[config.mk]
export PLATFORM = sky130hd
export DESIGN_NAME = reprio_store
export DESIGN_NICKNAME = d
export VERILOG_FILES = /design/src/hdl/besm_pkg.sv /design/src/hdl/reprio_store.sv
export VERILOG_INCLUDE_DIRS = /design/src /design/src/include
export SDC_FILE = /design/constraint.sdc
export NUM_CORES = 1
export LEC_CHECK = 0
export BUFFER_PORTS_ARGS = -buffer_cell sky130_fd_sc_hd__buf_4
export CAP_MARGIN = 20
export CORE_UTILIZATION = 63
export DETAILED_ROUTE_END_ITERATION = 6
export PLACE_DENSITY = 0.79
export RECOVER_POWER = 100
export SETUP_SLACK_MARGIN = 0.2
export SLEW_MARGIN = 0
export SYNTH_ARGS = -nofsm -noshare
export SYNTH_HDL_FRONTEND = slang
export SYNTH_SLANG_ARGS = --single-unit
[constraint.sdc]
create_clock -name clk -period 24.9 [get_ports clk]
set_input_delay 1.245 -clock clk [delete_from_list [all_inputs] [get_ports clk]]
set_output_delay 1.245 -clock clk [all_outputs]
set_load 0.02 [all_outputs]
[src/include/besm_params.svh]
// Paging unit sizes: page index, word offset, address and data widths
`ifndef BESM_PARAMS_SVH
`define BESM_PARAMS_SVH

// ------------------------------
// Virtual side
// ------------------------------
`define BESM_PAGE_W    10                            // Virtual page index
`define BESM_PAGES     1024                          // Pages in the map
`define BESM_OFFSET_W  10                            // Word offset in a page
`define BESM_VADDR_W   (`BESM_PAGE_W + `BESM_OFFSET_W)

// ------------------------------
// Physical side
// ------------------------------
`define BESM_PPAGE_W   10                            // Physical page number
`define BESM_PADDR_W   (`BESM_PPAGE_W + `BESM_OFFSET_W)
`define BESM_DATA_W    64                            // Machine word

`endif

[src/hdl/besm_pkg.sv]
// Shared types of the paging unit: host command and response, memory request, FSM states
`include "besm_params.svh"

package besm_pkg;

    typedef logic [`BESM_PAGE_W-1:0]  page_idx_t;    // Virtual page index
    typedef logic [`BESM_PPAGE_W-1:0] ppage_t;       // Physical page number
    typedef logic [`BESM_VADDR_W-1:0] vaddr_t;
    typedef logic [`BESM_PADDR_W-1:0] paddr_t;
    typedef logic [`BESM_DATA_W-1:0]  word_t;        // Machine word

    // ------------------------------
    // Host command opcodes
    // ------------------------------
    typedef enum logic [2:0] {
        OP_MAP_WRITE,                                // Page map entry
        OP_ACC_WRITE,                                // Invalid and read-only bits
        OP_REPRIO_WRITE,
        OP_REPRIO_READ,
        OP_FILL_START,                               // Sweep ones to the last page
        OP_LOAD,
        OP_STORE
    } host_op_e;

    typedef enum logic [1:0] {
        FAULT_NONE,
        FAULT_INVALID,                               // Page access blocked
        FAULT_READONLY                               // Store to protected page
    } fault_e;

    typedef struct packed {
        host_op_e op;
        vaddr_t   vaddr;
        word_t    wdata;
    } host_cmd_t;

    typedef struct packed {
        word_t  rdata;
        fault_e fault;
    } host_rsp_t;

    typedef struct packed {
        paddr_t adr;
        word_t  dat;
        logic   we;                                  // Store cycle
    } mem_req_t;

    typedef enum logic [2:0] {IDLE, LOOKUP, BUS_WAIT, FILL_WAIT, RESPOND} ctrl_state_e;
    typedef enum logic {SEQ_IDLE, SEQ_CYCLE} seq_state_e;

endpackage

[src/hdl/reprio_store.sv]
// Reprioritize bit memory with a sweep that fills ones from a start page to the last page
`timescale 1ns/1ns
`include "besm_params.svh"

module reprio_store (
    input  logic                 clk,
    input  logic                 reset,
    input  besm_pkg::page_idx_t  i_index,
    input  logic                 i_we,
    input  logic                 i_bit,
    input  logic                 i_fill_start,   // Sweep from i_index
    output logic                 o_bit,
    output logic                 o_busy
);

    logic                reprio_mem [`BESM_PAGES];
    besm_pkg::page_idx_t fill_cnt;               // Page written this cycle
    logic                fill_last;

    assign fill_last = (fill_cnt == `BESM_PAGE_W'(`BESM_PAGES - 1));

    always_ff @(posedge clk) begin
        if (reset) begin
            o_busy   <= 1'b0;
            fill_cnt <= '0;
        end else if (i_fill_start) begin
            o_busy   <= 1'b1;
            fill_cnt <= i_index;
        end else if (o_busy) begin
            if (fill_last)
                o_busy <= 1'b0;                  // Last page reached
            else
                fill_cnt <= fill_cnt + 1'b1;
        end
    end

    // Sweep owns the write port while busy
    always_ff @(posedge clk) begin
        if (o_busy)
            reprio_mem[fill_cnt] <= 1'b1;
        else if (i_we)
            reprio_mem[i_index] <= i_bit;
    end

    assign o_bit = reprio_mem[i_index];

    // Controller must hold new sweeps until the current one ends
    fill_no_restart : assert property (@(posedge clk) disable iff (reset)
        i_fill_start |-> !o_busy);

endmodule

; After elaboration in Yosys (flattened, before gate mapping)
; Memory sizes are Yosys's and may differ from the RTL's.
; Cells that the tools add are included.
[totals]
ramBits = 1024
romBits = 0
wordCells = 23
out_inout_bits = 2
memories = 1
reg_bits = 11
in_bits = 15
latch_bits = 0
[memory_table]
columns = memory, words, width, rd, rd_ports_with_merged_regs, wr, line_no
row1 = reprio_mem, 1024, 1, 1, 0, 1, reprio_store.sv:16  ; logic reprio_mem [`BESM_PAGES];
[classes]
n_addsub = 1
div_mod_pow = 0
bitwise_logic = 0
n_shift = 0
n_mux = 14
n_reduce_logical = 3
eq_ne = 2
order_cmp = 0
n_mul = 0
[ops]
columns = cell, count
row1 = 10-bit 2-to-1 mux, 4
row2 = "10-bit by 1-bit adder with 10-bit output, second input constant", 1
row3 = "10-bit == test, second input constant", 1
row4 = 1-bit 2-to-1 mux, 10
row5 = "2-bit inequality test, second input constant", 1
row6 = 2-bit AND reduction, 1
row7 = 2-bit nonzero test, 1
row8 = 1-bit OR reduction, 1

; Depth between registers and ports, before layout
; Gate-level depths: netlist (run 1).
[logic_depth]
word_depth = 5
ltp_mapped = 14

; Worst setup path before layout (run 1)
; OpenSTA, ideal clock, no wires.
[synth_path]
path_kind = in2reg
start = input port i_bit
end = memory reprio_mem[0] (data pin)
setup_slack_ps = 7117
t_arrival_ps = 14769
path_stages = 1
path_cell_list = nand2b_1
[synth_via]
elab_chain_cells = 1
[synth_lines]
columns = item, line_no
row1 = from (decl), reprio_store.sv:10  ; input logic i_bit,
row2 = 1-bit 2-to-1 mux (no source line), --
row3 = to (decl), reprio_store.sv:16
; No other way between the ends.

; Worst setup path after layout (run 1)
[layout_path]
start = input port i_index[0]
end = output port o_bit
[layout_via]
elab_chain_cells = 1
[layout_lines]
columns = item, line_no
row1 = from (decl), reprio_store.sv:8  ; input besm_pkg::page_idx_t i_index,
row2 = memory read 1024 x 1 bit, --
row3 = to (decl), reprio_store.sv:12  ; output logic o_bit,
; No other way between the ends.

==> impl_metrics.env, run 1 <==
export IMPL_synth_top_flop_cell="edfxtp_1"
export IMPL_p_leak_nw=14.66
export IMPL_synthSimpleGateAreaFrac_pct=11.45
export IMPL_p_sw_share_pct=22.26
export IMPL_violations="capacitance limit, slew limit"
export IMPL_crit_end="o_bit"
export IMPL_cts_hold_buf=0
export IMPL_num_io_pins=17
export IMPL_synth_seq_cells=1035
export IMPL_place_area_mm2=0.04586
export IMPL_dp_slack_ns=17.78
export IMPL_critical_path_class="input pin to output port"
export IMPL_postLayoutCellArea_mm2=0.04885
export IMPL_die_h_um=270.4
export IMPL_antenna_found_initial=7
export IMPL_start_util_pct=63.59
export IMPL_rsz0062_at_grt="false"
export IMPL_coreArea_mm2=0.07136
export IMPL_layout_cells_non_filler=4137
export IMPL_reg2reg_slack_ns=12.06
export IMPL_avgSynthCellArea_um2=14.11
export IMPL_drv_cap=45
export IMPL_drt_initial_drc_count=4730
export IMPL_worst_setup_path_start_kind="input pin"
export IMPL_rr_endpoint="reprio_mem[975]"
export IMPL_use_met1_pct=44.93
export IMPL_hold_viol=0
export IMPL_status="finished with violations"
export IMPL_fmax_ghz=0.07366
export IMPL_vias=28620
export IMPL_place_hpwl_mm=65.35
export IMPL_grt_ovfl_total=0
export IMPL_synth_compound_area_share_pct=3.185
export IMPL_startpoint="i_index[0]"
export IMPL_cts_buffers=102
export IMPL_cts_tree="built"
export IMPL_r2r_cells=3
export IMPL_maxSlewViolCount=2074
export IMPL_fin_ws_ns=11.32
export IMPL_grt_first_pass_wirelength_mm=179.0
export IMPL_synthMuxAreaShare_pct=13.58
export IMPL_synthAdderAreaFrac_pct=0.02757
export IMPL_portBuffers=16
export IMPL_finalSetupTns_ns=0
export IMPL_gp_congestion=0.8718
export IMPL_die_w_um=270.4
export IMPL_yosysWarnings=0
export IMPL_grt_start_max_net_pins=320
export IMPL_worstSetupEndpointType="output port"
export IMPL_ys_types=62
export IMPL_combPwrFrac_pct=6.1
export IMPL_fin_skew_ns=0.03821
export IMPL_ir_drop_mv=0.05941
export IMPL_dieArea_mm2=0.07311
export IMPL_finalCritPeriodShare_pct=54.52
export IMPL_synth_xor_area_share_pct=0.1737
export IMPL_setup_viol=0
export IMPL_p_int_mw=2.782
export IMPL_nets=3124
export IMPL_powerDensity_mw_per_mm2=73.26
export IMPL_synth_top_family_by_area="multiplexers"
export IMPL_cts_resized=0
export IMPL_routed_wl_mm=123.6
export IMPL_clock_latency_ns=0.68
export IMPL_min_period_ns=13.58
export IMPL_synthToLayoutAreaGrowth_pct=7.643
export IMPL_wire_per_inst_um=29.88
export IMPL_synth_edf_count=1024
export IMPL_path_max_fanout=115
export IMPL_first_global_vias=28110
export IMPL_final_antenna_net_count=0
export IMPL_synth_cells=3215
export IMPL_clkSlewWorstSetupHoldPaths_ns=0.06
export IMPL_arrival_ns=12.33
export IMPL_place_inst=3944
export IMPL_drcViolationCount=0
export IMPL_tightestPinTransition_ns=11.51
export IMPL_seq_area_frac_synth_pct=68.25
export IMPL_slew_headroom_pct=-667.5
export IMPL_power_share_clock_pct=40.0
export IMPL_async_flop_share_pct=0
export IMPL_vias_per_cell=6.917
export IMPL_rows=98
export IMPL_grtUsageTotal_pct=34.07
export IMPL_reg2reg_from="o_busy"
export IMPL_netlist_area_mm2=0.04538
export IMPL_use_met2_pct=52.45
export IMPL_grt_util_met3_pct=10.55
export IMPL_clock_sinks=1035
export IMPL_syn_nets=3231
export IMPL_ctsHtreeMaxLevel=3
export IMPL_postCtsSetupRepairBufs=0
export IMPL_hold_class="register to register"
export IMPL_ctsLongestPathBuffers=3
export IMPL_power_frac_seq_pct=53.9
export IMPL_required_ns=23.65
export IMPL_dr_pass1_iters=6
export IMPL_drive_above_1_share_pct=12.65
export IMPL_netSwitchingPower_mw=0.7965
export IMPL_busiest_layer="met2"
export IMPL_cts_root_buf="clkbuf_16"
-- layout by cell type, fill, tap and decap left out, types with 7 or more instances in the layout --
master     instances
clkinv_2          16
a22oi_1           30
clkbuf_1          67
nand2b_1           9
inv_1              8
buf_16             8
a21oi_1           52
o22ai_1           22
nor2b_1           11
clkbuf_16        104
a31oi_1           10
dfxtp_1           11
xnor2_1            7
buf_4             30
nor3_1            19
mux2i_1          105
nand3_2            9
clkinv_1          33
edfxtp_1        1024
nand3_1           28
o21ai_0           17
nand2_1          135
nor2_1          1069
mux4_1             9
o221ai_1          28
nand4_1           11
mux4_2           214
-- worst min-delay path by stage --
stage                     start          end  cells past startpoint
floorplan           fill_cnt[9]  fill_cnt[9]                      2
global placement    fill_cnt[9]  fill_cnt[9]                      2
detailed placement  fill_cnt[9]  fill_cnt[9]                      2
CTS                 fill_cnt[2]  fill_cnt[2]                      3
global route        fill_cnt[9]  fill_cnt[9]                      2
finish              fill_cnt[8]  fill_cnt[8]                      3
-- flip-flops by register name, indices dropped and copies added (netlist names) --
register    flops
fill_cnt       10
o_busy          1
reprio_mem   1024
-- synthesized netlist by cell type (all sizes together), types with 2 or more instances --
master | count | area [um2]
mux2 | 5 | 56.30
a221oi | 4 | 35.03
nand3 | 37 | 185.2
and2 | 8 | 50.05
o41ai | 3 | 26.28
and3 | 5 | 31.28
o221ai | 28 | 245.2
nand2b | 10 | 62.56
xnor2 | 7 | 61.31
nor2 | 1069 | 4013
a311oi | 2 | 17.52
nand3b | 3 | 22.52
o22ai | 22 | 137.6
o311ai | 3 | 26.28
xor2 | 2 | 17.52
a22o | 5 | 43.79
inv | 9 | 33.78
a2111oi | 4 | 41.29
o21ai | 20 | 103.9
o32ai | 3 | 26.28
dfxtp | 11 | 220.2
a211oi | 6 | 50.05
o31ai | 3 | 22.52
clkbuf | 197 | 739.5
a22oi | 30 | 225.2
nand2 | 135 | 506.7
mux4 | 223 | 5056
nor3 | 19 | 95.09
a31oi | 10 | 62.56
a21oi | 52 | 260.3
nor2b | 12 | 75.07
edfxtp | 1024 | 30750
o21a | 3 | 22.52
buf | 101 | 739.5
nand4 | 11 | 68.82
nor3b | 4 | 30.03
mux2i | 105 | 1051
o211ai | 4 | 30.03
o2111ai | 2 | 17.52
a21boi | 3 | 22.52
-- critical path, stage by stage --
cell	delay, ns
clkbuf_1	3.96
buf_12	0.55
clkbuf_1	2.86
mux4_1	0.79
nor2_1	0.06
o41ai_1	0.33
a311o_1	0.18
a21oi_1	0.04
a2111oi_0	0.96
a21boi_0	0.28
o2111ai_1	0.61
buf_4	0.25
-- metrics by stage --
stage	power [mW]	utilization [%]	hold slack, ns
CTS	3.565	68.53	0.6726
detailed placement	2.164	64.27	0.6419
global route	3.658	68.44	0.7119
finish	3.579	68.45	0.6859
global placement	2.158	64.26	0.6125
floorplan	2.133	-	0.5800
-- final cells by class --
| cell class | instances | area, um2 |
|---|---|---|
| Sequential cell | 1035 | 30970 |
| Fill cell | 4715 | 22520 |
| Multi-Input combinational cell | 1873 | 12950 |
| Clock buffer | 124 | 2678 |
| Tap cell | 950 | 1189 |
| Timing Repair Buffer | 87 | 656.9 |
| Clock inverter | 57 | 361.6 |
| Inverter | 9 | 33.78 |
| Antenna cell | 2 | 5.005 |
-- kinds of logic (layout without fill, tap and decap cells) --
logic type,after synthesis,after routing
and+or+nand+nor,1320,1320
AOI/OAI and AO/OA,210,210
adders and majority gates,1,1
DFF,1035,1035
muxes,333,333
other,0,2
buffers and inverters,307,277
xor gates and xnor gates,9,9
-- power groups by stage --
| stage | clock (mW) | combinational (mW) | sequential [mW] |
|---|---|---|---|
| 2_1_floorplan | 0 | 0.140 | 1.99 |
| 3_3_place_gp | 0 | 0.203 | 1.96 |
| 3_5_place_dp | 0 | 0.208 | 1.96 |
| 4_1_cts | 1.44 | 0.210 | 1.92 |
| 5_1_grt | 1.50 | 0.225 | 1.93 |
| 6_report | 1.43 | 0.218 | 1.93 |
-- metal layers --
layer / vias to the layer above / share of wire, %
li1: 11580 / -
met1: 14250 / 33
met2: 2320 / 47
met3: 449 / 15
met4: 12 / 4.9
met5: - / 0.066
Power figures use the tool's default switching activity.
==> run 2: changes to the inputs <==
==> constraint.sdc (replaced) <==
create_clock -name clk -period 13.74 [get_ports clk]
set_input_delay 0.687 -clock clk [delete_from_list [all_inputs] [get_ports clk]]
set_output_delay 0.687 -clock clk [all_outputs]
set_load 0.02 [all_outputs]
==> run 2 against run 1 <==
  * Combinational power up 80%
  * Worst hold slack worse by 0.42 ns
  * Sequential share of layout area decreased by 0.37 points
  * Setup slack lost 6.8 ns
  * Die area unchanged
  * Clock power up 95%
  * Flip-flop and latch count did not move
  * The flow finishes with violations (DRC, capacitance limit, slew limit)
  * Global-route usage about the same
  * Final area increased by 0.59%
==> impl_metrics.env, run 2 (same netlist as run 1, synthesis figures left out) <==
export IMPL_die_h_um=270.4
export IMPL_clock_latency_ns=0.69
export IMPL_top_regs="reprio_mem (1024), fill_cnt (10), o_busy (1)"
export IMPL_setup_viol=0
export IMPL_hold_class="input pin to register"
export IMPL_critical_path_class="register to register"
export IMPL_combPwrFrac_pct=5.9
export IMPL_ctsLongestPathBuffers=3
export IMPL_first_global_vias=27960
export IMPL_ir_drop_mv=0.1145
export IMPL_min_period_ns=9.261
export IMPL_routed_wl_mm=124.9
export IMPL_nets=3125
export IMPL_fin_skew_ns=0.03248
export IMPL_cts_root_buf="clkbuf_16"
export IMPL_maxSlewViolCount=1303
export IMPL_finalCritPeriodShare_pct=67.40
export IMPL_vias_per_cell=6.913
export IMPL_drive_above_1_share_pct=13.05
export IMPL_dp_slack_ns=7.396
export IMPL_cts_resized=0
export IMPL_cts_buffers=102
export IMPL_clock_sinks=1035
export IMPL_drv_cap=39
export IMPL_worst_setup_path_start_kind="register"
export IMPL_hold_depth=2
export IMPL_hold_viol=0
export IMPL_largest_reg_flops=1024
export IMPL_grt_first_pass_wirelength_mm=179.3
export IMPL_ctsHtreeMaxLevel=3
export IMPL_die_w_um=270.4
export IMPL_violations="DRC, capacitance limit, slew limit"
export IMPL_synthToLayoutAreaGrowth_pct=8.277
export IMPL_top_register="reprio_mem"
export IMPL_powerDensity_mw_per_mm2=135.6
export IMPL_coreArea_mm2=0.07136
export IMPL_postCtsSetupRepairBufs=0
export IMPL_status="finished with violations"
export IMPL_rows=98
export IMPL_dieArea_mm2=0.07311
export IMPL_startpoint="o_busy"
export IMPL_reg2reg_from="o_busy"
export IMPL_fmax_ghz=0.1080
export IMPL_portBuffers=16
export IMPL_start_util_pct=63.59
export IMPL_clkSlewWorstSetupHoldPaths_ns=0.06
export IMPL_p_leak_nw=14.80
export IMPL_tightestPinTransition_ns=4.092
export IMPL_grt_start_max_net_pins=350
export IMPL_p_sw_share_pct=22.19
export IMPL_p_int_mw=5.183
export IMPL_drt_initial_drc_count=5185
export IMPL_grtUsageTotal_pct=34.09
export IMPL_drcViolationCount=1
export IMPL_rr_endpoint="reprio_mem[961]"
export IMPL_num_io_pins=17
export IMPL_cts_hold_buf=0
export IMPL_hold_start="reset"
export IMPL_fin_ws_ns=4.479
export IMPL_reg2reg_slack_ns=4.48
export IMPL_final_antenna_net_count=0
export IMPL_num_fill_cells=4663
export IMPL_r2r_cells=6
export IMPL_rsz0062_at_grt="false"
export IMPL_holdWs_ns=0.2664
export IMPL_layout_commonest_cell="nor2_1"
export IMPL_required_ns=14.05
export IMPL_slew_headroom_pct=-172.8
export IMPL_power_frac_seq_pct=52.3
export IMPL_netSwitchingPower_mw=1.478
export IMPL_finalSetupTns_ns=0
export IMPL_vias=28690
export IMPL_antenna_found_initial=5
export IMPL_whs_endpoint="fill_cnt[1]"
export IMPL_place_hpwl_mm=67.23
export IMPL_gp_congestion=0.8573
export IMPL_grt_ovfl_total=0
export IMPL_wire_per_inst_um=30.10
export IMPL_dr_pass1_iters=7
export IMPL_final_cell_mix="1069 x nor2_1, 1024 x edfxtp_1, 214 x mux4_2"
export IMPL_worstSetupEndpointType="register"
export IMPL_path_max_fanout=349
export IMPL_arrival_ns=9.57
export IMPL_cts_tree="built"
export IMPL_power_share_clock_pct=41.8
run 2: metrics by stage:
step	utilization [%]	cells	area [um2]	total power, mW
final	68.85	4150	49130	6.661
after global routing	68.84	4147	49130	6.794
after CTS	68.92	4136	49180	6.651
after detailed placement	64.27	3945	45860	3.923
after global placement	64.27	3945	45860	3.913
after floorplan	-	3215	45380	3.832
run 2: final cells by class:
| class | count | area [um2] | area share [%] |
|---|---|---|---|
| Antenna cell | 4 | 10.01 | 0.02037 |
| Clock buffer | 133 | 2731 | 5.559 |
| Clock inverter | 58 | 585.6 | 1.192 |
| Inverter | 9 | 33.78 | 0.06875 |
| Multi-Input combinational cell | 1873 | 12930 | 26.33 |
| Sequential cell | 1035 | 30970 | 63.03 |
| Tap cell | 950 | 1189 | 2.419 |
| Timing Repair Buffer | 88 | 680.7 | 1.385 |
run 2: worst max-delay path, cell delays in order (launching register included):
cell	delay, ns
dfxtp_1	0.54
nor2b_1	0.31
nand2b_1	1.85
clkbuf_1	1.24
clkbuf_1	2.84
buf_12	0.85
buf_4	1.00
run 2: per-layer routing:
layer | wire length [um] | GRT usage, % | up-vias | part of all wire, %
li1 | - | - | 11600 | -
met1 | 41430 | 45.77 | 14250 | 33
met3 | 18950 | 9.104 | 491 | 15
met4 | 7034 | 15.92 | 2 | 5.6
met2 | 57460 | 52.58 | 2348 | 46
met5 | 14 | 0 | - | 0.011
run 2: worst max-delay path by stage:
stage	to	slack, ns
5_1_grt	reprio_mem[967]	4.06
3_3_place_gp	o_bit	7.57
6_report	reprio_mem[961]	4.48
3_5_place_dp	o_bit	7.40
4_1_cts	o_bit	7.40
2_1_floorplan	reprio_mem[0]	4.32
run 2: power groups by stage:
stage / registers, mW / clock network (mW) / logic, mW
2_1_floorplan: 3.58 / 0 / 0.253
3_3_place_gp: 3.54 / 0 / 0.370
3_5_place_dp: 3.54 / 0 / 0.379
4_1_cts: 3.48 / 2.79 / 0.381
5_1_grt: 3.48 / 2.91 / 0.405
6_report: 3.48 / 2.79 / 0.392
