--- src/include/besm_params.svh ---
// Paging unit sizes: page index, word offset, address and data widths
`ifndef BESM_PARAMS_SVH
`define BESM_PARAMS_SVH

// ------------------------------
// Virtual side
// ------------------------------
`define BESM_PAGE_W    10                            // Virtual page index
`define BESM_PAGES     1024                          // Pages in the map
`define BESM_OFFSET_W  10                            // Word offset in a page
`define BESM_VADDR_W   (`BESM_PAGE_W + `BESM_OFFSET_W)

// ------------------------------
// Physical side
// ------------------------------
`define BESM_PPAGE_W   10                            // Physical page number
`define BESM_PADDR_W   (`BESM_PPAGE_W + `BESM_OFFSET_W)
`define BESM_DATA_W    64                            // Machine word

`endif

--- src/hdl/besm_pkg.sv ---
// Shared types of the paging unit: host command and response, memory request, FSM states
`include "besm_params.svh"

package besm_pkg;

    typedef logic [`BESM_PAGE_W-1:0]  page_idx_t;    // Virtual page index
    typedef logic [`BESM_PPAGE_W-1:0] ppage_t;       // Physical page number
    typedef logic [`BESM_VADDR_W-1:0] vaddr_t;
    typedef logic [`BESM_PADDR_W-1:0] paddr_t;
    typedef logic [`BESM_DATA_W-1:0]  word_t;        // Machine word

    // ------------------------------
    // Host command opcodes
    // ------------------------------
    typedef enum logic [2:0] {
        OP_MAP_WRITE,                                // Page map entry
        OP_ACC_WRITE,                                // Invalid and read-only bits
        OP_REPRIO_WRITE,
        OP_REPRIO_READ,
        OP_FILL_START,                               // Sweep ones to the last page
        OP_LOAD,
        OP_STORE
    } host_op_e;

    typedef enum logic [1:0] {
        FAULT_NONE,
        FAULT_INVALID,                               // Page access blocked
        FAULT_READONLY                               // Store to protected page
    } fault_e;

    typedef struct packed {
        host_op_e op;
        vaddr_t   vaddr;
        word_t    wdata;
    } host_cmd_t;

    typedef struct packed {
        word_t  rdata;
        fault_e fault;
    } host_rsp_t;

    typedef struct packed {
        paddr_t adr;
        word_t  dat;
        logic   we;                                  // Store cycle
    } mem_req_t;

    typedef enum logic [2:0] {IDLE, LOOKUP, BUS_WAIT, FILL_WAIT, RESPOND} ctrl_state_e;
    typedef enum logic {SEQ_IDLE, SEQ_CYCLE} seq_state_e;

endpackage

--- src/hdl/access_ctrl.sv ---
// Host command FSM: decodes commands, checks page protection, starts memory cycles
`timescale 1ns/1ns
`include "besm_params.svh"

module access_ctrl (
    input  logic                 clk,
    input  logic                 reset,
    input  logic                 i_cyc,
    input  logic                 i_stb,
    input  besm_pkg::host_cmd_t  i_cmd,
    output logic                 o_ack,
    output besm_pkg::host_rsp_t  o_rsp,
    output besm_pkg::page_idx_t  o_pg_index,
    output logic                 o_map_we,
    output logic                 o_acc_we,
    output besm_pkg::ppage_t     o_pg_wdata,
    input  besm_pkg::ppage_t     i_ppage,
    input  logic                 i_pg_inv,
    input  logic                 i_pg_ro,
    output logic                 o_reprio_we,
    output logic                 o_reprio_bit,
    input  logic                 i_reprio_bit,
    output logic                 o_fill_start,
    input  logic                 i_fill_busy,
    output logic                 o_seq_req,
    output besm_pkg::mem_req_t   o_seq_cmd,
    input  logic                 i_seq_done,
    input  besm_pkg::word_t      i_seq_rdata
);

    besm_pkg::ctrl_state_e state, state_d;
    besm_pkg::host_cmd_t   cmd_q;                // Command latched at first stb
    besm_pkg::host_rsp_t   rsp_q;
    besm_pkg::host_op_e    op;
    besm_pkg::fault_e      fault_d;
    logic [`BESM_OFFSET_W-1:0] offset;
    besm_pkg::word_t       bit_word;
    logic is_mem, is_reprio, reprio_go, reprio_rd;

    assign op         = cmd_q.op;
    assign o_pg_index = cmd_q.vaddr[`BESM_VADDR_W-1 -: `BESM_PAGE_W]; // Upper bits
    assign offset     = cmd_q.vaddr[`BESM_OFFSET_W-1:0];
    assign o_pg_wdata = cmd_q.wdata[`BESM_PPAGE_W-1:0];
    assign bit_word   = {{(`BESM_DATA_W-1){1'b0}}, i_reprio_bit};

    assign is_mem    = (op == besm_pkg::OP_LOAD) || (op == besm_pkg::OP_STORE);
    assign is_reprio = (op == besm_pkg::OP_REPRIO_WRITE) || (op == besm_pkg::OP_REPRIO_READ)
                    || (op == besm_pkg::OP_FILL_START);
    // Reprio commands proceed only with the sweep idle
    assign reprio_go = is_reprio && !i_fill_busy
                    && (state == besm_pkg::LOOKUP || state == besm_pkg::FILL_WAIT);
    assign reprio_rd = reprio_go && (op == besm_pkg::OP_REPRIO_READ);

    // Invalid wins over read-only
    always_comb begin
        if (i_pg_inv)
            fault_d = besm_pkg::FAULT_INVALID;
        else if (i_pg_ro && op == besm_pkg::OP_STORE)
            fault_d = besm_pkg::FAULT_READONLY;
        else
            fault_d = besm_pkg::FAULT_NONE;
    end

    // ------------------------------
    // Side effects of the command
    // ------------------------------
    assign o_map_we     = (state == besm_pkg::LOOKUP) && (op == besm_pkg::OP_MAP_WRITE);
    assign o_acc_we     = (state == besm_pkg::LOOKUP) && (op == besm_pkg::OP_ACC_WRITE);
    assign o_reprio_we  = reprio_go && (op == besm_pkg::OP_REPRIO_WRITE);
    assign o_reprio_bit = cmd_q.wdata[0];
    assign o_fill_start = reprio_go && (op == besm_pkg::OP_FILL_START);
    assign o_seq_req    = (state == besm_pkg::LOOKUP) && is_mem
                       && (fault_d == besm_pkg::FAULT_NONE);   // Faults skip the bus

    always_comb begin
        o_seq_cmd.adr = {i_ppage, offset};        // Mapped page joined with offset
        o_seq_cmd.dat = cmd_q.wdata;
        o_seq_cmd.we  = (op == besm_pkg::OP_STORE);
    end

    assign o_ack = (state == besm_pkg::RESPOND); // One cycle, RESPOND never repeats
    assign o_rsp = rsp_q;

    // ------------------------------
    // Control FSM
    // ------------------------------
    always_comb begin
        state_d = state;
        case (state)
            besm_pkg::IDLE:      if (i_cyc && i_stb) state_d = besm_pkg::LOOKUP;
            besm_pkg::LOOKUP: begin
                if (is_reprio && i_fill_busy)
                    state_d = besm_pkg::FILL_WAIT;   // Sweep still running
                else if (o_seq_req)
                    state_d = besm_pkg::BUS_WAIT;
                else
                    state_d = besm_pkg::RESPOND;
            end
            besm_pkg::FILL_WAIT: if (!i_fill_busy) state_d = besm_pkg::RESPOND;
            besm_pkg::BUS_WAIT:  if (i_seq_done) state_d = besm_pkg::RESPOND;
            default:             state_d = besm_pkg::IDLE;
        endcase
    end

    always_ff @(posedge clk) begin
        if (reset)
            state <= besm_pkg::IDLE;
        else
            state <= state_d;
    end

    always_ff @(posedge clk) begin
        if (state == besm_pkg::IDLE && i_cyc && i_stb)
            cmd_q <= i_cmd;
        if (state == besm_pkg::LOOKUP) begin
            rsp_q.rdata <= reprio_rd ? bit_word : '0;
            rsp_q.fault <= is_mem ? fault_d : besm_pkg::FAULT_NONE;
        end else if (state == besm_pkg::FILL_WAIT && reprio_rd) begin
            rsp_q.rdata <= bit_word;
        end else if (state == besm_pkg::BUS_WAIT && i_seq_done) begin
            rsp_q.rdata <= (op == besm_pkg::OP_STORE) ? '0 : i_seq_rdata; // Stores read zero
        end
    end

    // Host sees a single-cycle ack per command
    ack_single : assert property (@(posedge clk) disable iff (reset) o_ack |=> !o_ack);

endmodule

--- config.mk ---
export PLATFORM = sky130hd
export DESIGN_NAME = access_ctrl
export DESIGN_NICKNAME = d
export VERILOG_FILES = /design/src/hdl/besm_pkg.sv /design/src/hdl/access_ctrl.sv
export VERILOG_INCLUDE_DIRS = /design/src /design/src/include
export SDC_FILE = /design/constraint.sdc
export NUM_CORES = 1
export LEC_CHECK = 0
export BUFFER_PORTS_ARGS = -buffer_cell sky130_fd_sc_hd__buf_2
export CAP_MARGIN = 10
export CELL_PAD_IN_SITES_DETAIL_PLACEMENT = 0
export CELL_PAD_IN_SITES_GLOBAL_PLACEMENT = 1
export CORE_MARGIN = 2
export CORE_UTILIZATION = 23
export CTS_CLUSTER_SIZE = 8
export DETAILED_ROUTE_END_ITERATION = 16
export GPL_ROUTABILITY_DRIVEN = 0
export PLACE_DENSITY_LB_ADDON = 0.1
export SLEW_MARGIN = 30
export SYNTH_ARGS = -nofsm -noshare
export SYNTH_HDL_FRONTEND = slang
export SYNTH_SLANG_ARGS = --single-unit
export TNS_END_PERCENT = 1
--- constraint.sdc ---
create_clock -name clk -period 13.6 [get_ports clk]
set_input_delay 0.68 -clock clk [delete_from_list [all_inputs] [get_ports clk]]
set_output_delay 0.68 -clock clk [all_outputs]
set_load 0.02 [all_outputs]
# [Yosys cells after proc, flatten, opt, wreduce, memory -nomap -nowiden]
# Index checks and enable logic that the tools add are counted.
[word_totals] regBits=156 inputBits=170 output_inout_bits=178 word_cells=58
[classes] n_eq_ne=13 n_mux=13 n_reduce_logical=26
[ops] operator="2-to-1 mux 64 bit" count=4
[ops] operator="logical AND 1 bit" count=16
[ops] operator="2-to-1 mux 3 bit" count=5
[ops] operator="== test 3 x 2 -> 1 bit (second input constant)" count=4
[ops] operator="== test 3 bit (second input constant)" count=4
[ops] operator="case mux 3 bit (4 select lines)" count=1
[ops] operator="== test 3 x 1 -> 1 bit (second input constant)" count=2
[ops] operator="zero test 3 bit" count=2
[ops] operator="inequality test 2 bit (second input constant)" count=3
[ops] operator="logical OR 1 bit" count=4
[ops] operator="2-to-1 mux 2 bit" count=2
[ops] operator="AND reduction 3 bit" count=1
[ops] operator="nonzero test 3 bit" count=1
[ops] operator="zero test 2 bit" count=1
[ops] operator="zero test 1 bit" count=1
[ops] operator="2-to-1 mux 1 bit" count=1

# [Longest topological paths before layout]
# Gate-level depths: netlist of run 1.
[logic_depth] depth_word=9 depth_mapped=6 ltp_nobuf=4

# [Least setup slack after synthesis of run 1]
# Ideal clock, no wire load.
[synth_timing] kind="input -> register" from="input i_stb" to="register cmd_q, in the netlist o_pg_index[0], enable pin" setup_ns=0.533 arrival_time_ns=4.377 required_ns=13.067 slack_ns=8.690 path_stages=2 n_path_buf=0 cell_sequence="nand3_1 > nor2_1"
[synth_between] elab_chain_cells=1
[synth_rtl] item="start: declaration" line="access_ctrl.sv:9" source="input logic i_stb,"
[synth_rtl] item="logical AND 1 bit" line="access_ctrl.sv:113" source="if (state == besm_pkg::IDLE && i_cyc && i_stb)"
[synth_rtl] item="end signal: assignment" line="access_ctrl.sv:114" source="cmd_q <= i_cmd;"
[synth_rtl] item="end: declaration" line="access_ctrl.sv:32" source="besm_pkg::host_cmd_t cmd_q;"
# No other way between the ends.
# A chain may end at the register's enable or synchronous reset.

# [Worst setup path after layout of run 1]
[layout_timing] from="register cmd_q, in the netlist op[0]" to="output o_seq_req"
[layout_between] elab_chain_cells=6 elab_cells_between_ends=9 cone_classes="2 x eq/ne; 2 x mux; 5 x reduce/logical"
[layout_rtl] item="== test 3 bit" line="access_ctrl.sv:46, access_ctrl.sv:58"
[layout_rtl] item="logical AND 1 bit" line="access_ctrl.sv:58" source="else if (i_pg_ro && op == besm_pkg::OP_STORE)"
[layout_rtl] item="2-to-1 mux 2 bit" line="access_ctrl.sv:58"
[layout_rtl] item="2-to-1 mux 2 bit" line="access_ctrl.sv:56" source="if (i_pg_inv)"
[layout_rtl] item="zero test 2 bit" line="access_ctrl.sv:73" source="&& (fault_d == besm_pkg::FAULT_NONE);"
[layout_rtl] item="logical AND 1 bit (*)" line="access_ctrl.sv:73"
[layout_rtl] item="end: declaration" line="access_ctrl.sv:25" source="output logic o_seq_req,"
# Every way passes the cells marked *; elsewhere a longest branch is shown, timed or not.

==> results.ini, run 1 <==
[sta]
worstMarginPinSlew_ns = 0.844
fin_crit_sh = 0.196
slew_headroom = 0.438
timing.final.setup_violations = 0
worst_setup_skew_after_layout_ns = 0.00863
finalCriticalPeriod_ns = 2.66
final-max-slew-violation-count = 0
grt_setup_unrepaired = false
final.setup.tns_ns = 0
fmax_ghz = 0.376
report.final.hold_viol_count = 0

[final_layout]
fillCellCount = 2492
multi_input_area_um2 = 721
areaGrowthSynthToFinish_pct = 45.0
postLayoutCellArea_um2 = 8100
ff_latch_area_um2 = 4650
nNetsFinal = 785
share_of_cells_above_drive_strength_1 = 0.589

[worst_setup_path]
signal_arrival_time_at_the_worst_endpoint_ns = 1.98
worst_case_register_to_register_setup_slack_ns = 11.15
timing.critical_path.cells = or3b_4, a2111oi_4, buf_2
critPathMaxStageDelay_ns = 0.51
worstSetupStartpointType = register
capture_point_of_the_worst_reg_to_reg_path = o_rsp[56]
setup.worst_path.class = reg2out
crit_required_ns = 12.92
cp_max_fo = 9
cp-end-kind = output port
slowest_stage = edfxtp_1
timing.reg2reg.worst_path_depth = 5
timing.rr.start = state[0]

[power_and_ir_drop]
power_density_nw_per_um2 = 144
worst_ir_drop_vdd_uv = 67.8
power.static_leakage_nw = 3.33

[global_route]
grt_pass1_wl_um = 22500
grtUsageTotal = 0.117
gr-usage-met2 = 0.185
globalRouteMet3Util = 0.0571
grt_pass1_vias = 3789
grt_overflow = 0
antenna_found_initial = 5
busiest_layer = met2
grt_util_met1 = 0.135
grt_start_max_net_pins = 65

[drt]
route.detailed.drc = 0
drt_via_density = 3.81
1st_iter_drt_viols = 167
finalWirelength_um = 15100
drtPass1Iterations = 6
final_antenna_net_count = 0
route.detailed.wl_per_inst_um = 15.9
vias = 3639

[cts]
root_buffer = clkbuf_16
clk_latency_ns = 0.41
postcts_resize_cnt = 0
cts_bufs_inserted = 17
postCtsHoldBufs = 0
ctsHtreeMaxLevel = 4
cts.sink_count = 156
tritoncts = yes
clk_transition_reported_paths_ns = 0.07
ctsLongestPathBuffers = 2
post-cts-setup-buffers = 0

[logic_synthesis]
synth_most_common_cell = edfxtp_1
synth-edff-count = 153
synthDominantCellAreaShare = 0.823
ys.warnings.count = 0
synth_compound_gate_area_share = 0.0235
synthFlopType = edfxtp_1
synth_commonest_cells = edfxtp_1, and2_1, buf_4
xor_xnor_share_of_the_synthesized_area = 0
yosysSeqAreaShare = 0.834
synth_simple_gate_area_share = 0.103
synth_fa_ha_area_frac = 0
synth_top_family_by_area = simple AND/OR/NAND/NOR gates
synthDominantAreaCellType = edfxtp_1
netlist_instances = 294
ffs_latches_synth = 156
async_flop_share = 0
synthesis.area_per_instance_um2 = 19.0
synth_area_um2 = 5580
synthMuxAreaShare = 0
synthesis.nets = 464
synth.area.top_cells = edfxtp_1, and2_1, buf_4, dfxtp_1, clkbuf_2
synth.lib_cells_used.distinct = 34

[placement]
dpl_wire_length_um = 11400
port_buffers = 327
dpl-instance-area_um2 = 7490

[floorplanning]
core_region_area_um2 = 24100
initial_core_util = 0.232
fp.dieArea_um2 = 25500
die_y_um = 160
die_width_um = 160
ios = 348
row_count = 57

[hold_path]
hold_path_startpoint = i_cmd[56]
worst_hold_path.num_cells = 1
endpoint_of_the_worst_hold_timing_path = o_seq_cmd[57]
hold_path.class = in2reg

[job]
timing.max_cap.violations = 0

[run_status]
outcome = completed

layer usage:
layer | share of wire | up-vias
li1 | - | 1711
met1 | 0.39 | 1662
met2 | 0.47 | 239
met3 | 0.12 | 23
met4 | 0.022 | 4
met5 | 0.0020 | -
worst max path at each step:
stage | startpoint | end | slack, ns | cells after the start
after floorplan | i_stb | o_pg_index[0] | 8.69 | 2
after global placement | i_fill_busy | o_rsp[28] | 10.88 | 6
after detailed placement | i_fill_busy | o_rsp[37] | 10.88 | 6
after CTS | op[0] | o_seq_req | 10.90 | 3
after global routing | op[0] | o_seq_req | 10.84 | 3
final | op[0] | o_seq_req | 10.94 | 3
sequential cells by signal (all words and copies together), names as in the netlist:
register	count
o_pg_index	10
o_pg_wdata	10
o_rsp	66
o_seq_cmd	64
op	3
state	3
metrics by stage:
stage | hold WS (ns) | power, mW | worst slack [ns] | std cells | utilization
2_1_floorplan | 0.476 | 0.649 | 8.69 | 294 | -
3_3_place_gp | 0.570 | 0.696 | 10.88 | 919 | 0.309
3_5_place_dp | 0.562 | 0.698 | 10.88 | 920 | 0.311
4_1_cts | 0.406 | 1.19 | 10.90 | 952 | 0.336
5_1_grt | 0.406 | 1.22 | 10.84 | 954 | 0.336
6_report | 0.436 | 1.16 | 10.94 | 955 | 0.336
power by group:
group,internal (mW),total [mW],switching (mW),leakage [nW]
clock,0.263,0.480,0.217,0.288
sequential,0.561,0.568,0.00742,1.45
combinational,0.0441,0.116,0.0720,1.60
total,0.868,1.16,0.296,3.33
cells in the final DEF, fill, tap and decap left out, drive strengths merged:
cell,synthesis,routed
o21a,1,1
nand2,3,3
dfxtp,3,3
a21oi,3,3
nor3,1,1
clkinv,0,5
clkinvlp,0,2
nand2b,2,2
and3,2,2
nand4b,2,2
a2111oi,1,1
clkbuf,6,17
or2b,2,2
or3b,2,2
nor3b,3,3
nor2,4,4
o22ai,1,1
a211oi,1,1
o21ai,2,2
bufinv,0,1
a221oi,2,2
edfxtp,153,153
or3,1,1
diode,0,3
nand3,1,1
nor4b,1,1
inv,5,12
a211o,1,1
nor4,1,1
nand3b,1,1
and2,64,64
a22o,1,1
buf,23,331
nor2b,1,1
cell type report:
type,instances,area share
Timing Repair Buffer,331,0.208
Sequential cell,156,0.575
Clock inverter,15,0.0219
Antenna cell,3,0.000927
Inverter,5,0.00232
Multi-Input combinational cell,104,0.0890
Tap cell,324,0.0501
Clock buffer,17,0.0525
cell families (layout without fill, tap and decap cells):
group | count (synthesis) | in the layout
AO/OA/AOI/OAI | 13 | 13
buffers and inverters | 34 | 368
flip-flops | 156 | 156
other | 0 | 3
AND/OR/NAND/NOR | 91 | 91
critical path, delay by kind of cell (launching register included):
family / cells / cell delay [ns]
compound gates: 1 / 0.39
simple gates: 1 / 0.43
flops: 1 / 0.51
buf+inv: 1 / 0.24
Power figures use the tool's default switching activity.
==> run 2: changes to the inputs <==
--- a/config.mk
+++ b/config.mk
@@ -6,6 +6,7 @@
 export SDC_FILE = /design/constraint.sdc
 export NUM_CORES = 1
 export LEC_CHECK = 0
+export ABC_AREA = 1
 export BUFFER_PORTS_ARGS = -buffer_cell sky130_fd_sc_hd__buf_2
 export CAP_MARGIN = 10
 export CELL_PAD_IN_SITES_DETAIL_PLACEMENT = 0
==> constraint.sdc (replaced) <==
create_clock -name clk -period 2.7 [get_ports clk]
set_input_delay 0.135 -clock clk [delete_from_list [all_inputs] [get_ports clk]]
set_output_delay 0.135 -clock clk [all_outputs]
set_load 0.02 [all_outputs]
==> run 2 against run 1 <==
Die area grew 1.7%. Via count up 20%. Sequential share of layout area shrank 6.3 points. Wire length is 17% higher. Sequential power rose to 6.3 times the previous value. Critical path type unchanged. Largest cell class unchanged.
==> results.ini, run 2 <==
[cts]
clk_transition_reported_paths_ns = 0.07
postcts_resize_cnt = 0
cts.sink_count = 156
post-cts-setup-buffers = 0
postCtsHoldBufs = 89
tritoncts = yes
clk_latency_ns = 0.42
cts_bufs_inserted = 17
ctsHtreeMaxLevel = 4
root_buffer = clkbuf_16
ctsLongestPathBuffers = 2

[power_and_ir_drop]
power_density_nw_per_um2 = 926
power.static_leakage_nw = 4.01
worst_ir_drop_vdd_uv = 451

[logic_synthesis]
synthesis.area_per_instance_um2 = 14.9
yosysSeqAreaShare = 0.819
ffs_latches_synth = 156
synthDominantCellAreaShare = 0.809
synth_commonest_cells = edfxtp_1, nand2_1, nor2_1
synth.lib_cells_used.distinct = 20
synthDominantAreaCellType = edfxtp_1
synth_area_um2 = 5680
synth_most_common_cell = edfxtp_1
async_flop_share = 0
synthFlopType = edfxtp_1
ys.warnings.count = 0
netlist_instances = 381
synth-edff-count = 153
synth.area.top_cells = edfxtp_1, nand2_1, nor2_1, buf_4, buf_6
synthesis.nets = 551

[sta]
final.setup.tns_ns = 0
report.final.hold_viol_count = 0
hold_ws_ns = 0.0267
worst_setup_skew_after_layout_ns = 0.0102
fin_crit_sh = 0.761
grt_setup_unrepaired = false
final-max-slew-violation-count = 0
worstMarginPinSlew_ns = 0.777
timing.final.setup_violations = 0
slew_headroom = 0.480
finalCriticalPeriod_ns = 2.05
fmax_ghz = 0.487

[job]
timing.max_cap.violations = 0

[hold_path]
hold_path.class = in2reg
endpoint_of_the_worst_hold_timing_path = o_rsp[23]
worst_hold_path.num_cells = 3
hold_path_startpoint = i_seq_rdata[21]

[worst_setup_path]
signal_arrival_time_at_the_worst_endpoint_ns = 1.92
worstSetupStartpointType = register
timing.reg2reg.worst_path_depth = 7
capture_point_of_the_worst_reg_to_reg_path = o_rsp[50]
worst_case_register_to_register_setup_slack_ns = 0.72
slowest_stage = edfxtp_1
cp_max_fo = 19
library_cell_appearing_most_often_on_the_critical_path = inv_1
setup.worst_path.class = reg2out
critPathMaxStageDelay_ns = 0.45
timing.rr.start = op[2]
crit_required_ns = 2.57
timing.critical_path.cells = inv_1, nand3_2, nand2_1, nand3_1, inv_1, buf_2
cp-end-kind = output port

[global_route]
antenna_found_initial = 3
grt_pass1_vias = 4555
grt_start_max_net_pins = 65
grt_overflow = 0
grtUsageTotal = 0.133
grt_pass1_wl_um = 25800

[final_layout]
layout.cells.most_common = buf_2
share_of_cells_above_drive_strength_1 = 0.468
nNetsFinal = 960
areaGrowthSynthToFinish_pct = 60.3
fillCellCount = 2436
most_frequent_cells_in_the_layout = buf_2, edfxtp_1, dlygate4sd3_1
max_reg_flops = 66

[run_status]
outcome = completed

[floorplanning]
initial_core_util = 0.234
die_width_um = 161
fp.dieArea_um2 = 26000
die_y_um = 161
ios = 348
core_region_area_um2 = 24200
row_count = 57

[drt]
route.detailed.drc = 0
1st_iter_drt_viols = 206
route.detailed.wl_per_inst_um = 15.8
drt_via_density = 3.86
final_antenna_net_count = 0
finalWirelength_um = 17800
vias = 4359
drtPass1Iterations = 4

[placement]
dpl_wire_length_um = 13000
port_buffers = 327

==> run 2: changes by cell type in the layout (fill, tap and decap cells not counted), moves of 8 or more <==
cell	before	now
inv_1	5	16
nor2_1	2	69
nand2_1	3	75
dlygate4sd3_1	0	89
and2_1	64	0
nand3_1	1	9
==> run 2: layout make-up <==
cell class,instances,area (um2),area share
Inverter,17,63.8,0.00701
Antenna cell,1,2.50,0.000275
Sequential cell,156,4660,0.512
Tap cell,324,405,0.0445
Clock inverter,15,173,0.0190
Clock buffer,17,425,0.0467
Multi-Input combinational cell,173,732,0.0804
Timing Repair Buffer,425,2650,0.291
==> run 2: worst max-delay path, delay by kind of cell (launching register included) <==
family / cells / cell delay [ns]
flip-flops: 1 / 0.45
AND/OR/NAND/NOR: 3 / 0.64
buffers and inverters: 3 / 0.42
==> run 2: through the flow <==
step                 util  std cells  cell area [um2]  power [mW]  setup slack, ns
floorplan               -        381             5700        5.11           -0.420
global placement    0.314       1006             7610        5.99            0.757
detailed placement  0.314       1006             7610        6.02            0.694
CTS                 0.375       1127             9100        8.61            0.597
global route        0.375       1128             9100        8.88            0.418
finish              0.375       1128             9100        8.43            0.646
==> run 2: logic make-up after synthesis <==
| kind of cell | count (synthesis) | synth area share |
|---|---|---|
| AO/OA/AOI/OAI | 10 | 0.00991 |
| flip-flops | 156 | 0.819 |
| buffers and inverters | 52 | 0.0575 |
| AND/OR/NAND/NOR | 163 | 0.113 |
==> run 2: per-layer routing <==
| layer | global-route usage | share of wire | routed length (um) | vias up |
|---|---|---|---|---|
| met2 | 0.226 | 0.49 | 8750 | 226 |
| met4 | 0.0455 | 0.015 | 261 | 2 |
| met1 | 0.146 | 0.39 | 6860 | 1992 |
| met5 | 0 | 0.0011 | 20 | - |
| met3 | 0.0619 | 0.11 | 1880 | 20 |
| li1 | - | - | - | 2119 |
==> run 2: report_power, final <==
| group | total, mW | switching, mW | internal [mW] |
|---|---|---|---|
| registers | 3.60 | 0.164 | 3.44 |
| clock network | 2.43 | 1.10 | 1.33 |
| logic | 2.40 | 1.66 | 0.737 |
| total | 8.43 | 2.93 | 5.50 |
==> run 2: how the worst max path moves through the flow <==
stage / startpoint / end
after floorplan: state[1] / o_pg_index[0]
after global placement: op[2] / o_rsp[29]
after detailed placement: op[2] / o_rsp[17]
after CTS: op[0] / o_seq_req
after global routing: op[0] / o_seq_req
final: op[0] / o_seq_req
==> run 3: changes to the inputs <==
--- a/config.mk
+++ b/config.mk
@@ -6,7 +6,7 @@
 export SDC_FILE = /design/constraint.sdc
 export NUM_CORES = 1
 export LEC_CHECK = 0
-export ABC_AREA = 1
+export ABC_AREA = 0
 export BUFFER_PORTS_ARGS = -buffer_cell sky130_fd_sc_hd__buf_2
 export CAP_MARGIN = 10
 export CELL_PAD_IN_SITES_DETAIL_PLACEMENT = 0
==> constraint.sdc (replaced) <==
create_clock -name clk -period 1.9 [get_ports clk]
set_input_delay 0.095 -clock clk [delete_from_list [all_inputs] [get_ports clk]]
set_output_delay 0.095 -clock clk [all_outputs]
set_load 0.02 [all_outputs]
==> run 3 against run 2 <==
Wire length fell by 1.5%. Critical path type unchanged. Clock skew down 0.00063 ns. Combinational power shrank 50%. Non-clock buffer count grew 81. Largest cell class unchanged. First-iteration DRC count is 31% lower. Sequential share of layout area shrank 4.3 points. Total power increased by 2.7%.
==> results.ini, run 3 (synthesis results as in run 1) <==
[run_status]
outcome = completed

[sta]
timing.final.setup_violations = 0
worstMarginPinSlew_ns = 0.402
final.setup.tns_ns = 0
fmax_ghz = 0.538
grt_setup_unrepaired = true
final-max-slew-violation-count = 0
fin_crit_sh = 0.979
report.final.hold_viol_count = 0
worst_setup_skew_after_layout_ns = 0.00961
slew_headroom = 0.732
finalCriticalPeriod_ns = 1.86
final.setup.worst_slack_ns = 0.0408

[global_route]
grt_pass1_wl_um = 26100
grtUsageTotal = 0.131
antenna_found_initial = 0
grt_start_max_net_pins = 65
grt_overflow = 0
grt_pass1_vias = 4633

[worst_setup_path]
worst_case_register_to_register_setup_slack_ns = 0.07
cp_max_fo = 3
crit_required_ns = 1.80
setup.worst_path.class = reg2out
worstSetupStartpointType = register
critPathMaxStageDelay_ns = 0.42
timing.critical_path.cells = or3b_4, a2111oi_4, buf_4
timing.rr.start = state[2]
cp-end-kind = output port
slowest_stage = edfxtp_1
signal_arrival_time_at_the_worst_endpoint_ns = 1.76
timing.critical_path.from = op[0]
timing.reg2reg.worst_path_depth = 6
capture_point_of_the_worst_reg_to_reg_path = o_rsp[2]
worstSetupEndpoint = o_seq_req

[drt]
vias = 4399
drt_via_density = 3.90
route.detailed.drc = 0
drtPass1Iterations = 6
finalWirelength_um = 17500
1st_iter_drt_viols = 142
route.detailed.wl_per_inst_um = 15.5
final_antenna_net_count = 0

[job]
timing.max_cap.violations = 0

[final_layout]
num_antenna_cells = 0
max_reg_flops = 66
final-instance-count-excl-fill = 1127
most_frequent_cells_in_the_layout = buf_2, dlygate4sd3_1, edfxtp_1
layout.cells.most_common = buf_2
share_of_cells_above_drive_strength_1 = 0.497
nNetsFinal = 960
fillCellCount = 2352
areaGrowthSynthToFinish_pct = 78.1

[floorplanning]
initial_core_util = 0.232
core_region_area_um2 = 24100
die_width_um = 160
die_y_um = 160
fp.dieArea_um2 = 25500
row_count = 57
ios = 348

[cts]
clk_transition_reported_paths_ns = 0.07
cts_bufs_inserted = 17
cts.sink_count = 156
ctsLongestPathBuffers = 2
ctsHtreeMaxLevel = 4
root_buffer = clkbuf_16
tritoncts = yes
clk_latency_ns = 0.41

[placement]
dp_slack_ns = 0.108
dpl_wire_length_um = 12000
port_buffers = 327
post-place-cells = 932

[power_and_ir_drop]
worst_ir_drop_vdd_uv = 509
power_density_nw_per_um2 = 870
total_power_mw = 8.65
power.static_leakage_nw = 4.13

[hold_path]
hold_path.class = in2reg

## run 3: layout make-up
type | instances | area (um2) | area share
Tap cell | 324 | 405 | 0.0408
Clock buffer | 18 | 429 | 0.0432
Clock inverter | 14 | 155 | 0.0156
Timing Repair Buffer | 506 | 3490 | 0.351
Inverter | 5 | 18.8 | 0.00189
Sequential cell | 156 | 4660 | 0.468
Multi-Input combinational cell | 104 | 786 | 0.0790
## run 3: routing by layer
layer / global-route usage / share of wire / vias up
met1: 0.154 / 0.41 / 2085
li1: - / - / 2054
met3: 0.0447 / 0.082 / 27
met5: 0 / 0 / -
met2: 0.222 / 0.48 / 233
met4: 0.0516 / 0.021 / 0
## run 3: worst min path at each step
stage | from | slack, ns | to | cells after the start
after global placement | i_ppage[5] | 0.19 | o_seq_cmd[80] | 0
final | i_pg_inv | 0.04 | o_rsp[1] | 2
after global routing | i_pg_inv | 0.04 | o_rsp[1] | 2
after floorplan | reset | 0.16 | state[1] | 1
after CTS | i_pg_inv | 0.02 | o_rsp[1] | 2
after detailed placement | i_ppage[5] | 0.19 | o_seq_cmd[80] | 0
## run 3: worst max-delay path: cells and delay by family, from the launching register on
family / cells / cell delay, ns
and+or+nand+nor: 1 / 0.40
AOI/OAI and AO/OA: 1 / 0.32
DFF: 1 / 0.42
buffers and inverters: 1 / 0.21
## run 3: power breakdown
| group | switching (mW) | total, mW | internal [mW] |
|---|---|---|---|
| registers | 0.0479 | 4.06 | 4.01 |
| clock network | 1.51 | 3.38 | 1.87 |
| logic | 0.612 | 1.21 | 0.599 |
## run 3: timing repair
action,4_1_cts,5_1_grt
hold buffers,154,0
gates resized for setup,4,4
endpoints found under the hold margin,154,0
pin swaps,1,4
setup buffers,4,2
cloned,0,3
endpoints found under the setup margin,2,127
## run 3: through the flow
step	cell area (um2)	hold slack [ns]	utilization
3_5_place_dp	7660	0.190	0.318
5_1_grt	9940	0.0407	0.412
2_1_floorplan	5650	0.161	-
3_3_place_gp	7660	0.190	0.318
4_1_cts	9840	0.0207	0.408
6_report	9940	0.0435	0.412
